`config.mk`:
```
export PLATFORM = sky130hd
export DESIGN_NAME = kernel_cu_top
export DESIGN_NICKNAME = d
export VERILOG_FILES = /design/src/source/kernel_cu_pkg.sv /design/src/source/sync_fifo.sv /design/src/source/request_arbiter.sv /design/src/source/response_router.sv /design/src/source/cu_setup.sv /design/src/source/vertex_degree_reduce.sv /design/src/source/completion_control.sv /design/src/source/kernel_cu_top.sv
export SDC_FILE = /design/constraint.sdc
export NUM_CORES = 1
export LEC_CHECK = 0
export ABC_AREA = 1
export BUFFER_PORTS_ARGS = -buffer_cell sky130_fd_sc_hd__buf_2
export CORE_MARGIN = 1
export CORE_UTILIZATION = 55
export CTS_BUF_LIST = sky130_fd_sc_hd__clkbuf_16
export CTS_CLUSTER_DIAMETER = 60
export CTS_CLUSTER_SIZE = 8
export DETAILED_ROUTE_END_ITERATION = 12
export HOLD_SLACK_MARGIN = 0.02
export PLACE_DENSITY = 0.72
export SLEW_MARGIN = 10
export SYNTH_ARGS = -nofsm -noshare
export SYNTH_HDL_FRONTEND = slang
export SYNTH_SLANG_ARGS = --single-unit
```
`constraint.sdc`:
```
create_clock -name ap_clk -period 8.9 [get_ports ap_clk]
set_input_delay 0.89 -clock ap_clk [delete_from_list [all_inputs] [get_ports ap_clk]]
set_output_delay 0.89 -clock ap_clk [all_outputs]
set_load 0.01 [all_outputs]
```
`src/source/kernel_cu_pkg.sv`:
```
/* Graph compute unit shared definitions */

package kernel_cu_pkg;

  // ----------------------------------------
  // Memory port widths
  // ----------------------------------------
  localparam int ADDR_W = 16;
  localparam int DATA_W = 32;
  localparam int SUM_W  = 32;

  // Requestors sharing the memory port
  localparam int NUM_REQUESTORS = 2;
  localparam int ID_W           = 1;
  localparam int ID_SETUP       = 0;
  localparam int ID_REDUCE      = 1;

  // ----------------------------------------
  // Configuration block layout
  // ----------------------------------------
  localparam int CFG_WORDS        = 2;
  localparam int CFG_VERTEX_BASE  = 0;
  localparam int CFG_VERTEX_COUNT = 1;

  // Read request as held in the request FIFO
  typedef struct packed {
    logic [ADDR_W-1:0] addr;
    logic [ID_W-1:0]   id;
  } mem_request_t;

  // Read response tagged with its requestor
  typedef struct packed {
    logic [DATA_W-1:0] data;
    logic [ID_W-1:0]   id;
  } mem_response_t;

endpackage : kernel_cu_pkg

```
`src/source/sync_fifo.sv`:
```
/* Synchronous FIFO */

`timescale 1ns/100ps

module sync_fifo #(
  parameter type payload_t  = logic,
  parameter int  FIFO_DEPTH = 8
) (
  input  logic     ap_clk,
  input  logic     areset_control,
  input  logic     wr_en,
  input  payload_t wr_data,
  input  logic     rd_en,
  output payload_t rd_data,
  output logic     empty,
  output logic     prog_full
);

  localparam int PTR_W = (FIFO_DEPTH > 1) ? $clog2(FIFO_DEPTH) : 1;
  localparam int CNT_W = $clog2(FIFO_DEPTH + 1);

  payload_t         mem [FIFO_DEPTH];
  logic [PTR_W-1:0] wr_ptr;
  logic [PTR_W-1:0] rd_ptr;
  logic [CNT_W-1:0] count;
  logic             do_wr;
  logic             do_rd;
  logic             full;

  assign full      = (count == CNT_W'(FIFO_DEPTH));
  assign empty     = (count == '0);
  // Two entries of headroom for requests already granted
  assign prog_full = (count >= CNT_W'(FIFO_DEPTH - 2));
  // Writes to a full or reads from an empty FIFO are dropped
  assign do_wr     = wr_en & ~full;
  assign do_rd     = rd_en & ~empty;
  // Head entry is visible before the pop
  assign rd_data   = mem[rd_ptr];

  // ----------------------------------------
  // Pointers and occupancy
  // ----------------------------------------
  always_ff @(posedge ap_clk) begin
    if (areset_control) begin
      wr_ptr <= '0;
      rd_ptr <= '0;
      count  <= '0;
    end else begin
      if (do_wr) begin
        wr_ptr <= (wr_ptr == PTR_W'(FIFO_DEPTH - 1)) ? '0 : wr_ptr + 1'b1;
      end
      if (do_rd) begin
        rd_ptr <= (rd_ptr == PTR_W'(FIFO_DEPTH - 1)) ? '0 : rd_ptr + 1'b1;
      end
      count <= count + CNT_W'(do_wr) - CNT_W'(do_rd);
    end
  end

  // Storage array
  always_ff @(posedge ap_clk) begin
    if (do_wr) begin
      mem[wr_ptr] <= wr_data;
    end
  end

endmodule : sync_fifo

```
`src/source/request_arbiter.sv`:
```
/* Round-robin request arbiter */

`timescale 1ns/100ps

module request_arbiter import kernel_cu_pkg::*; #(
  parameter int FIFO_DEPTH = 8
) (
  input  logic                      ap_clk,
  input  logic                      areset_control,
  input  logic [NUM_REQUESTORS-1:0] req_valid,
  input  logic [ADDR_W-1:0]         req_addr [NUM_REQUESTORS],
  input  logic                      mem_stall,
  output logic [NUM_REQUESTORS-1:0] req_grant,
  output logic                      mem_req_valid,
  output mem_request_t              mem_req,
  output logic                      empty
);

  logic [ID_W-1:0] rr_ptr;
  logic [ID_W-1:0] scan_id;
  logic [ID_W-1:0] grant_id;
  logic            found;
  logic            prog_full;
  logic            fifo_wr;
  logic            fifo_pop;
  mem_request_t    wr_req;

  // ----------------------------------------
  // Pick first waiting engine from rr_ptr
  // ----------------------------------------
  always_comb begin
    found    = 1'b0;
    grant_id = rr_ptr;
    scan_id  = rr_ptr;
    for (int k = 0; k < NUM_REQUESTORS; k++) begin
      scan_id = ID_W'((int'(rr_ptr) + k) % NUM_REQUESTORS);
      if (!found && req_valid[scan_id]) begin
        found    = 1'b1;
        grant_id = scan_id;
      end
    end
  end

  // No grant once the FIFO is nearly full, engines keep holding
  assign fifo_wr = found & ~prog_full;

  // One-hot grant pulse back to the winner
  always_comb begin
    req_grant           = '0;
    req_grant[grant_id] = fifo_wr;
  end

  // Tag the granted address with its requestor ID
  assign wr_req = '{addr: req_addr[grant_id], id: grant_id};

  // Memory side drains unless stalled
  assign fifo_pop      = ~mem_stall & ~empty;
  assign mem_req_valid = fifo_pop;

  // Winner drops to lowest priority
  always_ff @(posedge ap_clk) begin
    if (areset_control) begin
      rr_ptr <= '0;
    end else if (fifo_wr) begin
      rr_ptr <= ID_W'((int'(grant_id) + 1) % NUM_REQUESTORS);
    end
  end

  sync_fifo #(
    .payload_t (mem_request_t),
    .FIFO_DEPTH(FIFO_DEPTH   )
  ) inst_request_fifo (
    .ap_clk        (ap_clk        ),
    .areset_control(areset_control),
    .wr_en         (fifo_wr       ),
    .wr_data       (wr_req        ),
    .rd_en         (fifo_pop      ),
    .rd_data       (mem_req       ),
    .empty         (empty         ),
    .prog_full     (prog_full     )
  );

endmodule : request_arbiter

```
`src/source/response_router.sv`:
```
/* Response router */

`timescale 1ns/100ps

module response_router import kernel_cu_pkg::*; #(
  parameter int FIFO_DEPTH = 8
) (
  input  logic                      ap_clk,
  input  logic                      areset_control,
  input  logic                      mem_resp_valid,
  input  mem_response_t             mem_resp,
  output logic [NUM_REQUESTORS-1:0] resp_valid,
  output logic [DATA_W-1:0]         resp_data,
  output logic                      empty
);

  mem_response_t head;
  logic          fifo_pop;

  // Engines always accept, so drain one entry every cycle
  assign fifo_pop  = ~empty;
  assign resp_data = head.data;

  // ----------------------------------------
  // Steer the pop to the tagged engine
  // ----------------------------------------
  always_comb begin
    for (int i = 0; i < NUM_REQUESTORS; i++) begin
      resp_valid[i] = fifo_pop & (head.id == ID_W'(i));
    end
  end

  sync_fifo #(
    .payload_t (mem_response_t),
    .FIFO_DEPTH(FIFO_DEPTH    )
  ) inst_response_fifo (
    .ap_clk        (ap_clk        ),
    .areset_control(areset_control),
    .wr_en         (mem_resp_valid),
    .wr_data       (mem_resp      ),
    .rd_en         (fifo_pop      ),
    .rd_data       (head          ),
    .empty         (empty         ),
    // Drained every cycle so occupancy stays at one or below
    .prog_full     (              )
  );

endmodule : response_router

```
`src/source/cu_setup.sv`:
```
/* Configuration setup engine */

`timescale 1ns/100ps

module cu_setup import kernel_cu_pkg::*; (
  input  logic              ap_clk,
  input  logic              areset_control,
  input  logic              descriptor_valid,
  input  logic [ADDR_W-1:0] config_base,
  input  logic              resp_valid,
  input  logic [DATA_W-1:0] resp_data,
  input  logic              req_grant,
  input  logic              flush,
  output logic              req_valid,
  output logic [ADDR_W-1:0] req_addr,
  output logic [ADDR_W-1:0] vertex_base,
  output logic [DATA_W-1:0] vertex_count,
  output logic              config_valid,
  output logic              done
);

  localparam int CNT_W = $clog2(CFG_WORDS + 1);

  typedef enum logic [2:0] {
    SETUP_IDLE,
    SETUP_REQUEST,
    SETUP_WAIT,
    SETUP_CONFIGURED,
    SETUP_DONE
  } setup_state_t;

  setup_state_t      state;
  logic [ADDR_W-1:0] base_reg;
  logic [CNT_W-1:0]  req_cnt;
  logic [CNT_W-1:0]  resp_cnt;

  // Config words are read at consecutive addresses
  assign req_valid = (state == SETUP_REQUEST);
  assign req_addr  = base_reg + ADDR_W'(req_cnt);
  assign done      = (state == SETUP_DONE);

  // ----------------------------------------
  // Setup FSM
  // ----------------------------------------
  always_ff @(posedge ap_clk) begin
    if (areset_control) begin
      state        <= SETUP_IDLE;
      req_cnt      <= '0;
      resp_cnt     <= '0;
      config_valid <= 1'b0;
    end else begin
      config_valid <= 1'b0;
      // Responses may overlap the request phase
      if (resp_valid) begin
        resp_cnt <= resp_cnt + 1'b1;
      end
      case (state)
        SETUP_IDLE: begin
          if (descriptor_valid) begin
            state    <= SETUP_REQUEST;
            req_cnt  <= '0;
            resp_cnt <= '0;
          end
        end
        SETUP_REQUEST: begin
          if (req_grant) begin
            req_cnt <= req_cnt + 1'b1;
            if (req_cnt == CNT_W'(CFG_WORDS - 1)) begin
              state <= SETUP_WAIT;
            end
          end
        end
        SETUP_WAIT: begin
          if (resp_cnt == CNT_W'(CFG_WORDS)) begin
            state        <= SETUP_CONFIGURED;
            config_valid <= 1'b1;
          end
        end
        // Held until the reduction has drained
        SETUP_CONFIGURED: begin
          if (flush) begin
            state <= SETUP_DONE;
          end
        end
        default: begin
          state <= SETUP_DONE;
        end
      endcase
    end
  end

  // Latch descriptor base and returned config words
  always_ff @(posedge ap_clk) begin
    if (state == SETUP_IDLE && descriptor_valid) begin
      base_reg <= config_base;
    end
    if (resp_valid && resp_cnt == CNT_W'(CFG_VERTEX_BASE)) begin
      vertex_base <= resp_data[ADDR_W-1:0];
    end
    if (resp_valid && resp_cnt == CNT_W'(CFG_VERTEX_COUNT)) begin
      vertex_count <= resp_data;
    end
  end

endmodule : cu_setup

```
`src/source/vertex_degree_reduce.sv`:
```
/* Vertex degree reduction engine */

`timescale 1ns/100ps

module vertex_degree_reduce import kernel_cu_pkg::*; (
  input  logic              ap_clk,
  input  logic              areset_control,
  input  logic              config_valid,
  input  logic [ADDR_W-1:0] vertex_base,
  input  logic [DATA_W-1:0] vertex_count,
  input  logic              req_grant,
  input  logic              resp_valid,
  input  logic [DATA_W-1:0] resp_data,
  output logic              req_valid,
  output logic [ADDR_W-1:0] req_addr,
  output logic [SUM_W-1:0]  degree_sum,
  output logic              done
);

  typedef enum logic [1:0] {
    REDUCE_IDLE,
    REDUCE_RUN,
    REDUCE_DONE
  } reduce_state_t;

  reduce_state_t     state;
  logic [ADDR_W-1:0] base_reg;
  logic [DATA_W-1:0] count_reg;
  logic [DATA_W-1:0] issue_cnt;
  logic [DATA_W-1:0] recv_cnt;

  // Next degree word to fetch
  assign req_addr = base_reg + issue_cnt[ADDR_W-1:0];
  assign done     = (state == REDUCE_DONE);

  // ----------------------------------------
  // Issue, count and accumulate
  // ----------------------------------------
  always_ff @(posedge ap_clk) begin
    if (areset_control) begin
      state      <= REDUCE_IDLE;
      req_valid  <= 1'b0;
      issue_cnt  <= '0;
      recv_cnt   <= '0;
      degree_sum <= '0;
    end else begin
      case (state)
        REDUCE_IDLE: begin
          if (config_valid) begin
            issue_cnt  <= '0;
            recv_cnt   <= '0;
            degree_sum <= '0;
            // Empty vertex set finishes at once
            if (vertex_count == '0) begin
              state <= REDUCE_DONE;
            end else begin
              state     <= REDUCE_RUN;
              req_valid <= 1'b1;
            end
          end
        end
        REDUCE_RUN: begin
          if (req_valid && req_grant) begin
            issue_cnt <= issue_cnt + 1'b1;
            if (issue_cnt == count_reg - 1'b1) begin
              req_valid <= 1'b0;
            end
          end
          if (resp_valid) begin
            recv_cnt   <= recv_cnt + 1'b1;
            degree_sum <= degree_sum + SUM_W'(resp_data);
          end
          // All responses in
          if (recv_cnt == count_reg) begin
            state <= REDUCE_DONE;
          end
        end
        default: begin
          state <= REDUCE_DONE;
        end
      endcase
    end
  end

  // Configuration captured with its strobe
  always_ff @(posedge ap_clk) begin
    if (config_valid) begin
      base_reg  <= vertex_base;
      count_reg <= vertex_count;
    end
  end

endmodule : vertex_degree_reduce

```
`src/source/completion_control.sv`:
```
/* Completion hold chains */

`timescale 1ns/100ps

module completion_control #(
  parameter int PULSE_HOLD = 4
) (
  input  logic ap_clk,
  input  logic areset_control,
  input  logic reduce_done,
  input  logic setup_done,
  input  logic fifo_empty,
  output logic flush,
  output logic done_out
);

  // Chain 0 qualifies reduce done, chain 1 setup done
  logic [1:0]            chain_in;
  logic [PULSE_HOLD-1:0] hold [2];
  logic                  fifo_empty_reg;

  assign chain_in = {setup_done, reduce_done};

  // ----------------------------------------
  // Done must hold with empty FIFOs
  // ----------------------------------------
  always_ff @(posedge ap_clk) begin
    if (areset_control) begin
      fifo_empty_reg <= 1'b1;
      hold[0]        <= '0;
      hold[1]        <= '0;
      flush          <= 1'b0;
      done_out       <= 1'b0;
    end else begin
      fifo_empty_reg <= fifo_empty;
      for (int c = 0; c < 2; c++) begin
        hold[c] <= {hold[c][PULSE_HOLD-2:0], chain_in[c] & fifo_empty_reg};
      end
      flush    <= &hold[0];
      // Sticky until reset
      done_out <= done_out | (&hold[1]);
    end
  end

endmodule : completion_control

```
`src/source/kernel_cu_top.sv`:
```
/* Graph compute unit top */

`timescale 1ns/100ps

module kernel_cu_top import kernel_cu_pkg::*; #(
  parameter int FIFO_DEPTH = 8,
  parameter int PULSE_HOLD = 4
) (
  input  logic              ap_clk,
  input  logic              areset_control,
  input  logic              descriptor_valid,
  input  logic [ADDR_W-1:0] config_base,
  input  logic              mem_stall,
  input  logic              mem_resp_valid,
  input  logic [DATA_W-1:0] mem_resp_data,
  input  logic [ID_W-1:0]   mem_resp_id,
  output logic              mem_req_valid,
  output logic [ADDR_W-1:0] mem_req_addr,
  output logic [ID_W-1:0]   mem_req_id,
  output logic [SUM_W-1:0]  degree_sum,
  output logic              done_out
);

  // Per-block reset copies
  logic areset_top;
  logic areset_arbiter;
  logic areset_router;
  logic areset_setup;
  logic areset_reduce;
  logic areset_completion;

  // Descriptor pipeline
  logic              descriptor_valid_reg;
  logic              setup_descriptor_valid;
  logic [ADDR_W-1:0] config_base_reg;
  logic [ADDR_W-1:0] setup_config_base;

  // Engine request and response lanes
  logic [NUM_REQUESTORS-1:0] eng_req_valid;
  logic [ADDR_W-1:0]         eng_req_addr [NUM_REQUESTORS];
  logic [NUM_REQUESTORS-1:0] eng_req_grant;
  logic [NUM_REQUESTORS-1:0] eng_resp_valid;
  logic [DATA_W-1:0]         eng_resp_data;

  // Memory boundary
  logic          arb_req_valid;
  mem_request_t  arb_req;
  logic          resp_in_valid;
  mem_response_t resp_in;

  // Setup to reduce and completion
  logic [ADDR_W-1:0] vertex_base;
  logic [DATA_W-1:0] vertex_count;
  logic              config_valid;
  logic              setup_done;
  logic              reduce_done;
  logic              flush;
  logic              arb_empty;
  logic              router_empty;
  logic              fifo_empty;

  // ----------------------------------------
  // Reset fan-out
  // ----------------------------------------
  always_ff @(posedge ap_clk) begin
    areset_top        <= areset_control;
    areset_arbiter    <= areset_control;
    areset_router     <= areset_control;
    areset_setup      <= areset_control;
    areset_reduce     <= areset_control;
    areset_completion <= areset_control;
  end

  // ----------------------------------------
  // Descriptor and memory port registers
  // ----------------------------------------
  always_ff @(posedge ap_clk) begin
    if (areset_top) begin
      descriptor_valid_reg   <= 1'b0;
      setup_descriptor_valid <= 1'b0;
      mem_req_valid          <= 1'b0;
      resp_in_valid          <= 1'b0;
    end else begin
      descriptor_valid_reg   <= descriptor_valid;
      setup_descriptor_valid <= descriptor_valid_reg;
      mem_req_valid          <= arb_req_valid;
      resp_in_valid          <= mem_resp_valid;
    end
  end

  // Payload stages
  always_ff @(posedge ap_clk) begin
    config_base_reg   <= config_base;
    setup_config_base <= config_base_reg;
    mem_req_addr      <= arb_req.addr;
    mem_req_id        <= arb_req.id;
    resp_in           <= '{data: mem_resp_data, id: mem_resp_id};
  end

  // Both shared FIFOs drained
  assign fifo_empty = arb_empty & router_empty;

  request_arbiter #(
    .FIFO_DEPTH(FIFO_DEPTH)
  ) inst_request_arbiter (
    .ap_clk        (ap_clk        ),
    .areset_control(areset_arbiter),
    .req_valid     (eng_req_valid ),
    .req_addr      (eng_req_addr  ),
    .mem_stall     (mem_stall     ),
    .req_grant     (eng_req_grant ),
    .mem_req_valid (arb_req_valid ),
    .mem_req       (arb_req       ),
    .empty         (arb_empty     )
  );

  response_router #(
    .FIFO_DEPTH(FIFO_DEPTH)
  ) inst_response_router (
    .ap_clk        (ap_clk        ),
    .areset_control(areset_router ),
    .mem_resp_valid(resp_in_valid ),
    .mem_resp      (resp_in       ),
    .resp_valid    (eng_resp_valid),
    .resp_data     (eng_resp_data ),
    .empty         (router_empty  )
  );

  cu_setup inst_cu_setup (
    .ap_clk          (ap_clk                  ),
    .areset_control  (areset_setup            ),
    .descriptor_valid(setup_descriptor_valid  ),
    .config_base     (setup_config_base       ),
    .resp_valid      (eng_resp_valid[ID_SETUP]),
    .resp_data       (eng_resp_data           ),
    .req_grant       (eng_req_grant[ID_SETUP] ),
    .flush           (flush                   ),
    .req_valid       (eng_req_valid[ID_SETUP] ),
    .req_addr        (eng_req_addr[ID_SETUP]  ),
    .vertex_base     (vertex_base             ),
    .vertex_count    (vertex_count            ),
    .config_valid    (config_valid            ),
    .done            (setup_done              )
  );

  vertex_degree_reduce inst_vertex_degree_reduce (
    .ap_clk        (ap_clk                   ),
    .areset_control(areset_reduce            ),
    .config_valid  (config_valid             ),
    .vertex_base   (vertex_base              ),
    .vertex_count  (vertex_count             ),
    .req_grant     (eng_req_grant[ID_REDUCE] ),
    .resp_valid    (eng_resp_valid[ID_REDUCE]),
    .resp_data     (eng_resp_data            ),
    .req_valid     (eng_req_valid[ID_REDUCE] ),
    .req_addr      (eng_req_addr[ID_REDUCE]  ),
    .degree_sum    (degree_sum               ),
    .done          (reduce_done              )
  );

  completion_control #(
    .PULSE_HOLD(PULSE_HOLD)
  ) inst_completion_control (
    .ap_clk        (ap_clk           ),
    .areset_control(areset_completion),
    .reduce_done   (reduce_done      ),
    .setup_done    (setup_done       ),
    .fifo_empty    (fifo_empty       ),
    .flush         (flush            ),
    .done_out      (done_out         )
  );

endmodule : kernel_cu_top

```
* After elaboration in Yosys (flattened, before gate mapping)
Memories as Yosys holds them, arrays and structs flattened. A register that Yosys moved wholly into a read port is not among the register bits.
Cells that the tools add are included.
** Operators by class
- Add/sub/neg operators :: 18
- Magnitude comparators :: 6
- Eq/ne operators :: 28
- Mux-type cells :: 56
- Bitwise gates (word level) :: 23
- Reductions and logical operators :: 24
** Operators with widths (number)
- $pmux W32 S2 :: 3
- $mux W32 :: 4
- $add A32 B1 Y32 const B :: 2
- $eq A32 B32 Y1 :: 2
- $mux W16 :: 3
- $mux W3 :: 11
- $add A32 B32 Y32 :: 1
- $logic_not A32 Y1 :: 1
- $sub A32 B1 Y32 const B :: 1
- $mux W1 :: 20
- $add A16 B16 Y16 :: 1
- $add A16 B2 Y16 :: 1
- $mux W2 :: 8
- $eq A3 B3 Y1 const B :: 5
- $add A3 B1 Y3 const B :: 4
- $ne A2 B1 Y1 const B :: 6
- $pmux W3 S4 :: 1
- $and A1 B1 Y1 :: 10
- $ne A2 B2 Y1 const B :: 5
- $reduce_and A5 Y1 :: 2
- $reduce_and A3 Y1 :: 3
- $add A4 B1 Y4 :: 2
- $eq A4 B4 Y1 const B :: 2
- $logic_not A4 Y1 :: 2
- 27 further kinds :: 55
** Storage, ports and cells
- Flip-flop bits (word level) :: 313
- Bits in writable memories :: 408
- Bits of input ports :: 54
- Output and inout port bits :: 51
- Logic and storage cells :: 191
- Memories :: 3
** Memories
- inst_response_router.inst_response_fifo.mem :: depth 8, bits a word 33, read ports 1, clocked after memory_dff 1, write ports 1, line sync_fifo.sv:22 : payload_t mem [FIFO_DEPTH];
- inst_request_arbiter.inst_request_fifo.mem :: depth 8, bits a word 17, read ports 1, clocked after memory_dff 1, write ports 1, line sync_fifo.sv:22
- inst_completion_control.hold :: depth 2, bits a word 4, read ports 2, clocked after memory_dff 0, write ports 2, line completion_control.sv:19 : logic [PULSE_HOLD-1:0] hold [2];

* Depth between registers and ports, before layout
- Word-level depth :: 15
- Depth in mapped cells :: 22
- Mapped depth without buffers :: 19

* Hierarchy
From an unflattened synthesis, not the netlist that was laid out.
** Second synthesis, totals
- Cells, all modules :: 3727
- Area total of the unflattened synthesis :: 34247.8 um^2
** Modules (own cells, without submodules)
- sync_fifo at inst_response_router.inst_response_fifo :: instances 1, cells an instance 1243, area an instance 12255.5 um^2, sequential area each 8187.9 um^2
- vertex_degree_reduce :: instances 1, cells an instance 1383, area an instance 9968.3 um^2, sequential area each 3423.3 um^2
- sync_fifo at inst_request_arbiter.inst_request_fifo :: instances 1, cells an instance 690, area an instance 6676.4 um^2, sequential area each 4344.2 um^2
- cu_setup :: instances 1, cells an instance 209, area an instance 2807.7 um^2, sequential area each 2082.0 um^2
- kernel_cu_top :: instances 1, cells an instance 97, area an instance 1779.2 um^2, sequential area each 1741.7 um^2
- request_arbiter :: instances 1, cells an instance 65, area an instance 402.9 um^2, sequential area each 20.0 um^2
- completion_control :: instances 1, cells an instance 36, area an instance 340.3 um^2, sequential area each 220.2 um^2
- response_router :: instances 1, cells an instance 4, area an instance 17.5 um^2, sequential area each 0.0 um^2

* Least setup slack after synthesis
No wires, ideal clock.
- Kind :: reg2reg
- From :: register (tool-made name)
- To :: register inst_vertex_degree_reduce.degree_sum[20]
- Library setup time :: 132 ps
- Arrival time :: 2906 ps
- Required time :: 8768 ps
- Path slack :: 5861 ps
- Stages on the path, launching flop included :: 20
- Path buffers :: 3
- Period minus slack after synthesis :: 3039 ps
- Path through :: dfxtp_1 > inv_2 > buf_2 > buf_2 > clkbuf_1 > nor2_1 > o22ai_1 > nor2_1 > a31oi_1 > ha_1 > fa_1 > nand3_1 > nand2_1 > nand3_1 > nand2_1 > nand2_1 > o21a_1 > or2_2 > nand3_1 > a21oi_1
** RTL lines
- end signal: assignment :: line vertex_degree_reduce.sv:71 : degree_sum <= degree_sum + SUM_W'(resp_data);
- end: declaration :: line vertex_degree_reduce.sv:16 : output logic [SUM_W-1:0] degree_sum,

==> run_results.csv <==
group,metric,value,unit
routing,vias,23500,
die,rows,88,
placed_design,port_buffers,104,
global_route,grt_util_all_layers,0.271,
placed_design,pre_cts_slack,4030,ps
power_and_ir_drop,finalPower,0.0102,W
worst_setup_path,end_kind,"flip-flop",
die,die_x,243,um
clocking,clk-insertion-delay-late,660,ps
logic_synthesis,synthesis.area,32000,sq um
finish,reg_top3,"inst_response_router.inst_response_fifo.mem x264, inst_request_arbiter.inst_request_fifo.mem x136, resp_in x33",
logic_synthesis,synth_compound_area_frac,0.112,
finish,largest_register_ffs,264,
finish,area_growth,14.0,%
die,ioPinCount,105,
finish,nets,3424,
power_and_ir_drop,leakagePower,13.9,nW
logic_synthesis,yosysTopAreaCellShare,0.480,
placed_design,place_congestion,0.969,
clocking,clkSlewWorstSetupHoldPaths,50,ps
global_route,grt_overflow,0,
routing,drt_iter0_drc,2131,
routing,highest_layer,"met4",
die,initial_core_util,0.556,
finish,drive_above_1_share,0.0935,
clocking,ctsHtreeMaxLevel,3,
power_and_ir_drop,vdd_drop_max,0.000280,V
worst_setup_path,cp-start-kind,"flip-flop",
logic_synthesis,yosys-top-cells-count,"nor2_1, edfxtp_1, nand2_1",
logic_synthesis,synthSimpleGateAreaFrac,0.164,
placed_design,dp_hpwl,52000,um
logic_synthesis,synth_top_family_by_area,"simple AND/OR/NAND/NOR gates",
sta,slew_violations,0,
die,die_h,243,um
global_route,grt_pass1_vias,22900,
logic_synthesis,synthAdderAreaFrac,0.0328,
clocking,clock_tree.root_cell,"clkbuf_16",
global_route,grt_pass1_wl,125000,um
die,core,57600,sq um
sta,post-route-period-util,0.553,
clocking,postCtsHoldBufs,0,
sta,worstMarginPinSlew,1210,ps
worst_setup_path,arrival,5430,ps
run,cap_violations,0,
clocking,clockBufferDepth,3,
routing,wl_met1,33800,um
logic_synthesis,synth_warnings,0,
logic_synthesis,ys_seq_area_frac,0.623,
sta,fin_tns_setup,0,ps
clocking,ctsResizeCount,0,
routing,met2WireLength,38100,um
die,die_area,59200,sq um
clocking,cts_made_buffers,105,
logic_synthesis,syn_avg_cell_area,10.1,sq um
sta,hold_violations,0,
sta,layout_min_cycle_time,4920,ps
routing,drt-wirelength-per-cell,19.4,um
worst_setup_path,critPathMaxFanout,69,
status,outcome,"complete, no violations",
sta,maxSlewHeadroom,0.196,
logic_synthesis,synth_nets,3292,
routing,wirelength,80400,um
power_and_ir_drop,pwr_density_cell,278,nW/um^2
logic_synthesis,synth-seq-cells,741,
sta,setup_viol,0,
logic_synthesis,ys_top_cells_by_area,"edfxtp_1, dfxtp_1, nor2_1, nand2_1, o21ai_0",
finish,largest_register,"inst_response_router.inst_response_fifo.mem",
worst_hold_path,hold_path_class,"flip-flop to flip-flop",
finish,num_antenna_cells,0,
routing,drtPass1Iterations,6,
sta,rsz0062_at_grt,"no",
routing,final_antenna_net_count,0,
logic_synthesis,synth_edf_count,512,
sta,max_freq,203,MHz
clocking,cts_tree,"built",
logic_synthesis,yosysMostFrequentCell,"nor2_1",
global_route,grt_max_degree,100,
routing,drc,0,
routing,viasPerCell,5.68,
logic_synthesis,synth_cells,3157,
logic_synthesis,synthXorXnorAreaFrac,0.0282,
global_route,antenna_found_initial,0,
logic_synthesis,async_flop_share,0,
sta,finalWorstSetupSlack,3980,ps
sta,finClkSkew,38.4,ps
clocking,cts_setup_buffers,0,
worst_setup_path,crit_required,9410,ps
logic_synthesis,yosysUniqueCellTypes,59,
routing,routed-wl-met3,5670,um
logic_synthesis,synthMuxAreaShare,0.000313,
logic_synthesis,yosys.area.top_type,"edfxtp_1",
worst_setup_path,crit_type,"flip-flop to flip-flop",
clocking,clock_sinks,741,
logic_synthesis,synth_ff_type,"edfxtp_1",
## layout make-up
class,instances,area [sq um]
clock buffers,107,2680
clock inverters,89,484
fillers,4444,21100
inverters,223,837
multi-input cells,2082,10800
flip-flops and latches,741,20000
well taps,765,957
repair buffers,136,761
## report_power, final
| group | switching [W] | leakage [nW] | internal, W |
|---|---|---|---|
| clock network | 0.00145 | 1.81 | 0.00221 |
| registers | 0.000140 | 6.51 | 0.00411 |
| logic | 0.00164 | 5.53 | 0.000632 |
## cell usage in the layout (no fill, tap or decap), types with 38 or more instances in the layout
cell type and n:
nor2_1 609, edfxtp_1 512, nand2_1 395, o21ai_0 295, inv_1 291, dfxtp_1 224
a21oi_1 187, clkbuf_16 107, buf_2 104, nand3_1 81, ha_1 76, xor2_1 65
a31oi_1 51, o22ai_1 49, nor3_1 47, nand4_1 40, xnor2_1 38
## critical path, cell delays in order (launching register included)
cell,delay [ps]
dfxtp_2,310
buf_4,610
clkinv_1,800
buf_4,540
nor2_1,160
o21ai_0,90
a31oi_1,500
ha_1,290
nand2_1,130
nor2_1,190
inv_1,50
o21ai_0,480
nand2_1,110
nand2_1,140
nand2_1,80
nand2_1,70
nand2_1,60
nand3_1,70
a21oi_1,70
## per-stage QoR
stage	std cells	hold WS (ps)	utilization	area, sq um
after floorplan	3157	310	-	32000
after global placement	3947	314	0.579	33400
after detailed placement	3947	312	0.579	33400
after CTS	4143	299	0.634	36500
after global routing	4143	304	0.634	36500
final	4143	314	0.634	36500
## cells by family after synthesis
logic type / count (synthesis)
simple gates: 1244
flops: 741
compound gates: 653
buf+inv: 334
xor+xnor: 103
fa+ha+maj: 81
mux: 1
## layer usage
layer,GRT usage,up-vias
met5,0,-
met4,0.113,0
met3,0.0517,206
met2,0.436,846
met1,0.360,11200
li1,-,11200
## final timing paths
check                                   start                                               endpoint  slack [ps]  cells after the start
hold reg to reg   config_base_reg[11]$_DFF_P_                          setup_config_base[11]$_DFF_P_         310                      0
hold / removal    config_base_reg[11]$_DFF_P_                          setup_config_base[11]$_DFF_P_         310                      0
setup reg to reg                    flip-flop  inst_vertex_degree_reduce.degree_sum[23]$_SDFFE_PP0P_        3980                     18
setup / recovery                    flip-flop  inst_vertex_degree_reduce.degree_sum[23]$_SDFFE_PP0P_        3980                     18
Power figures use the tool's default switching activity.
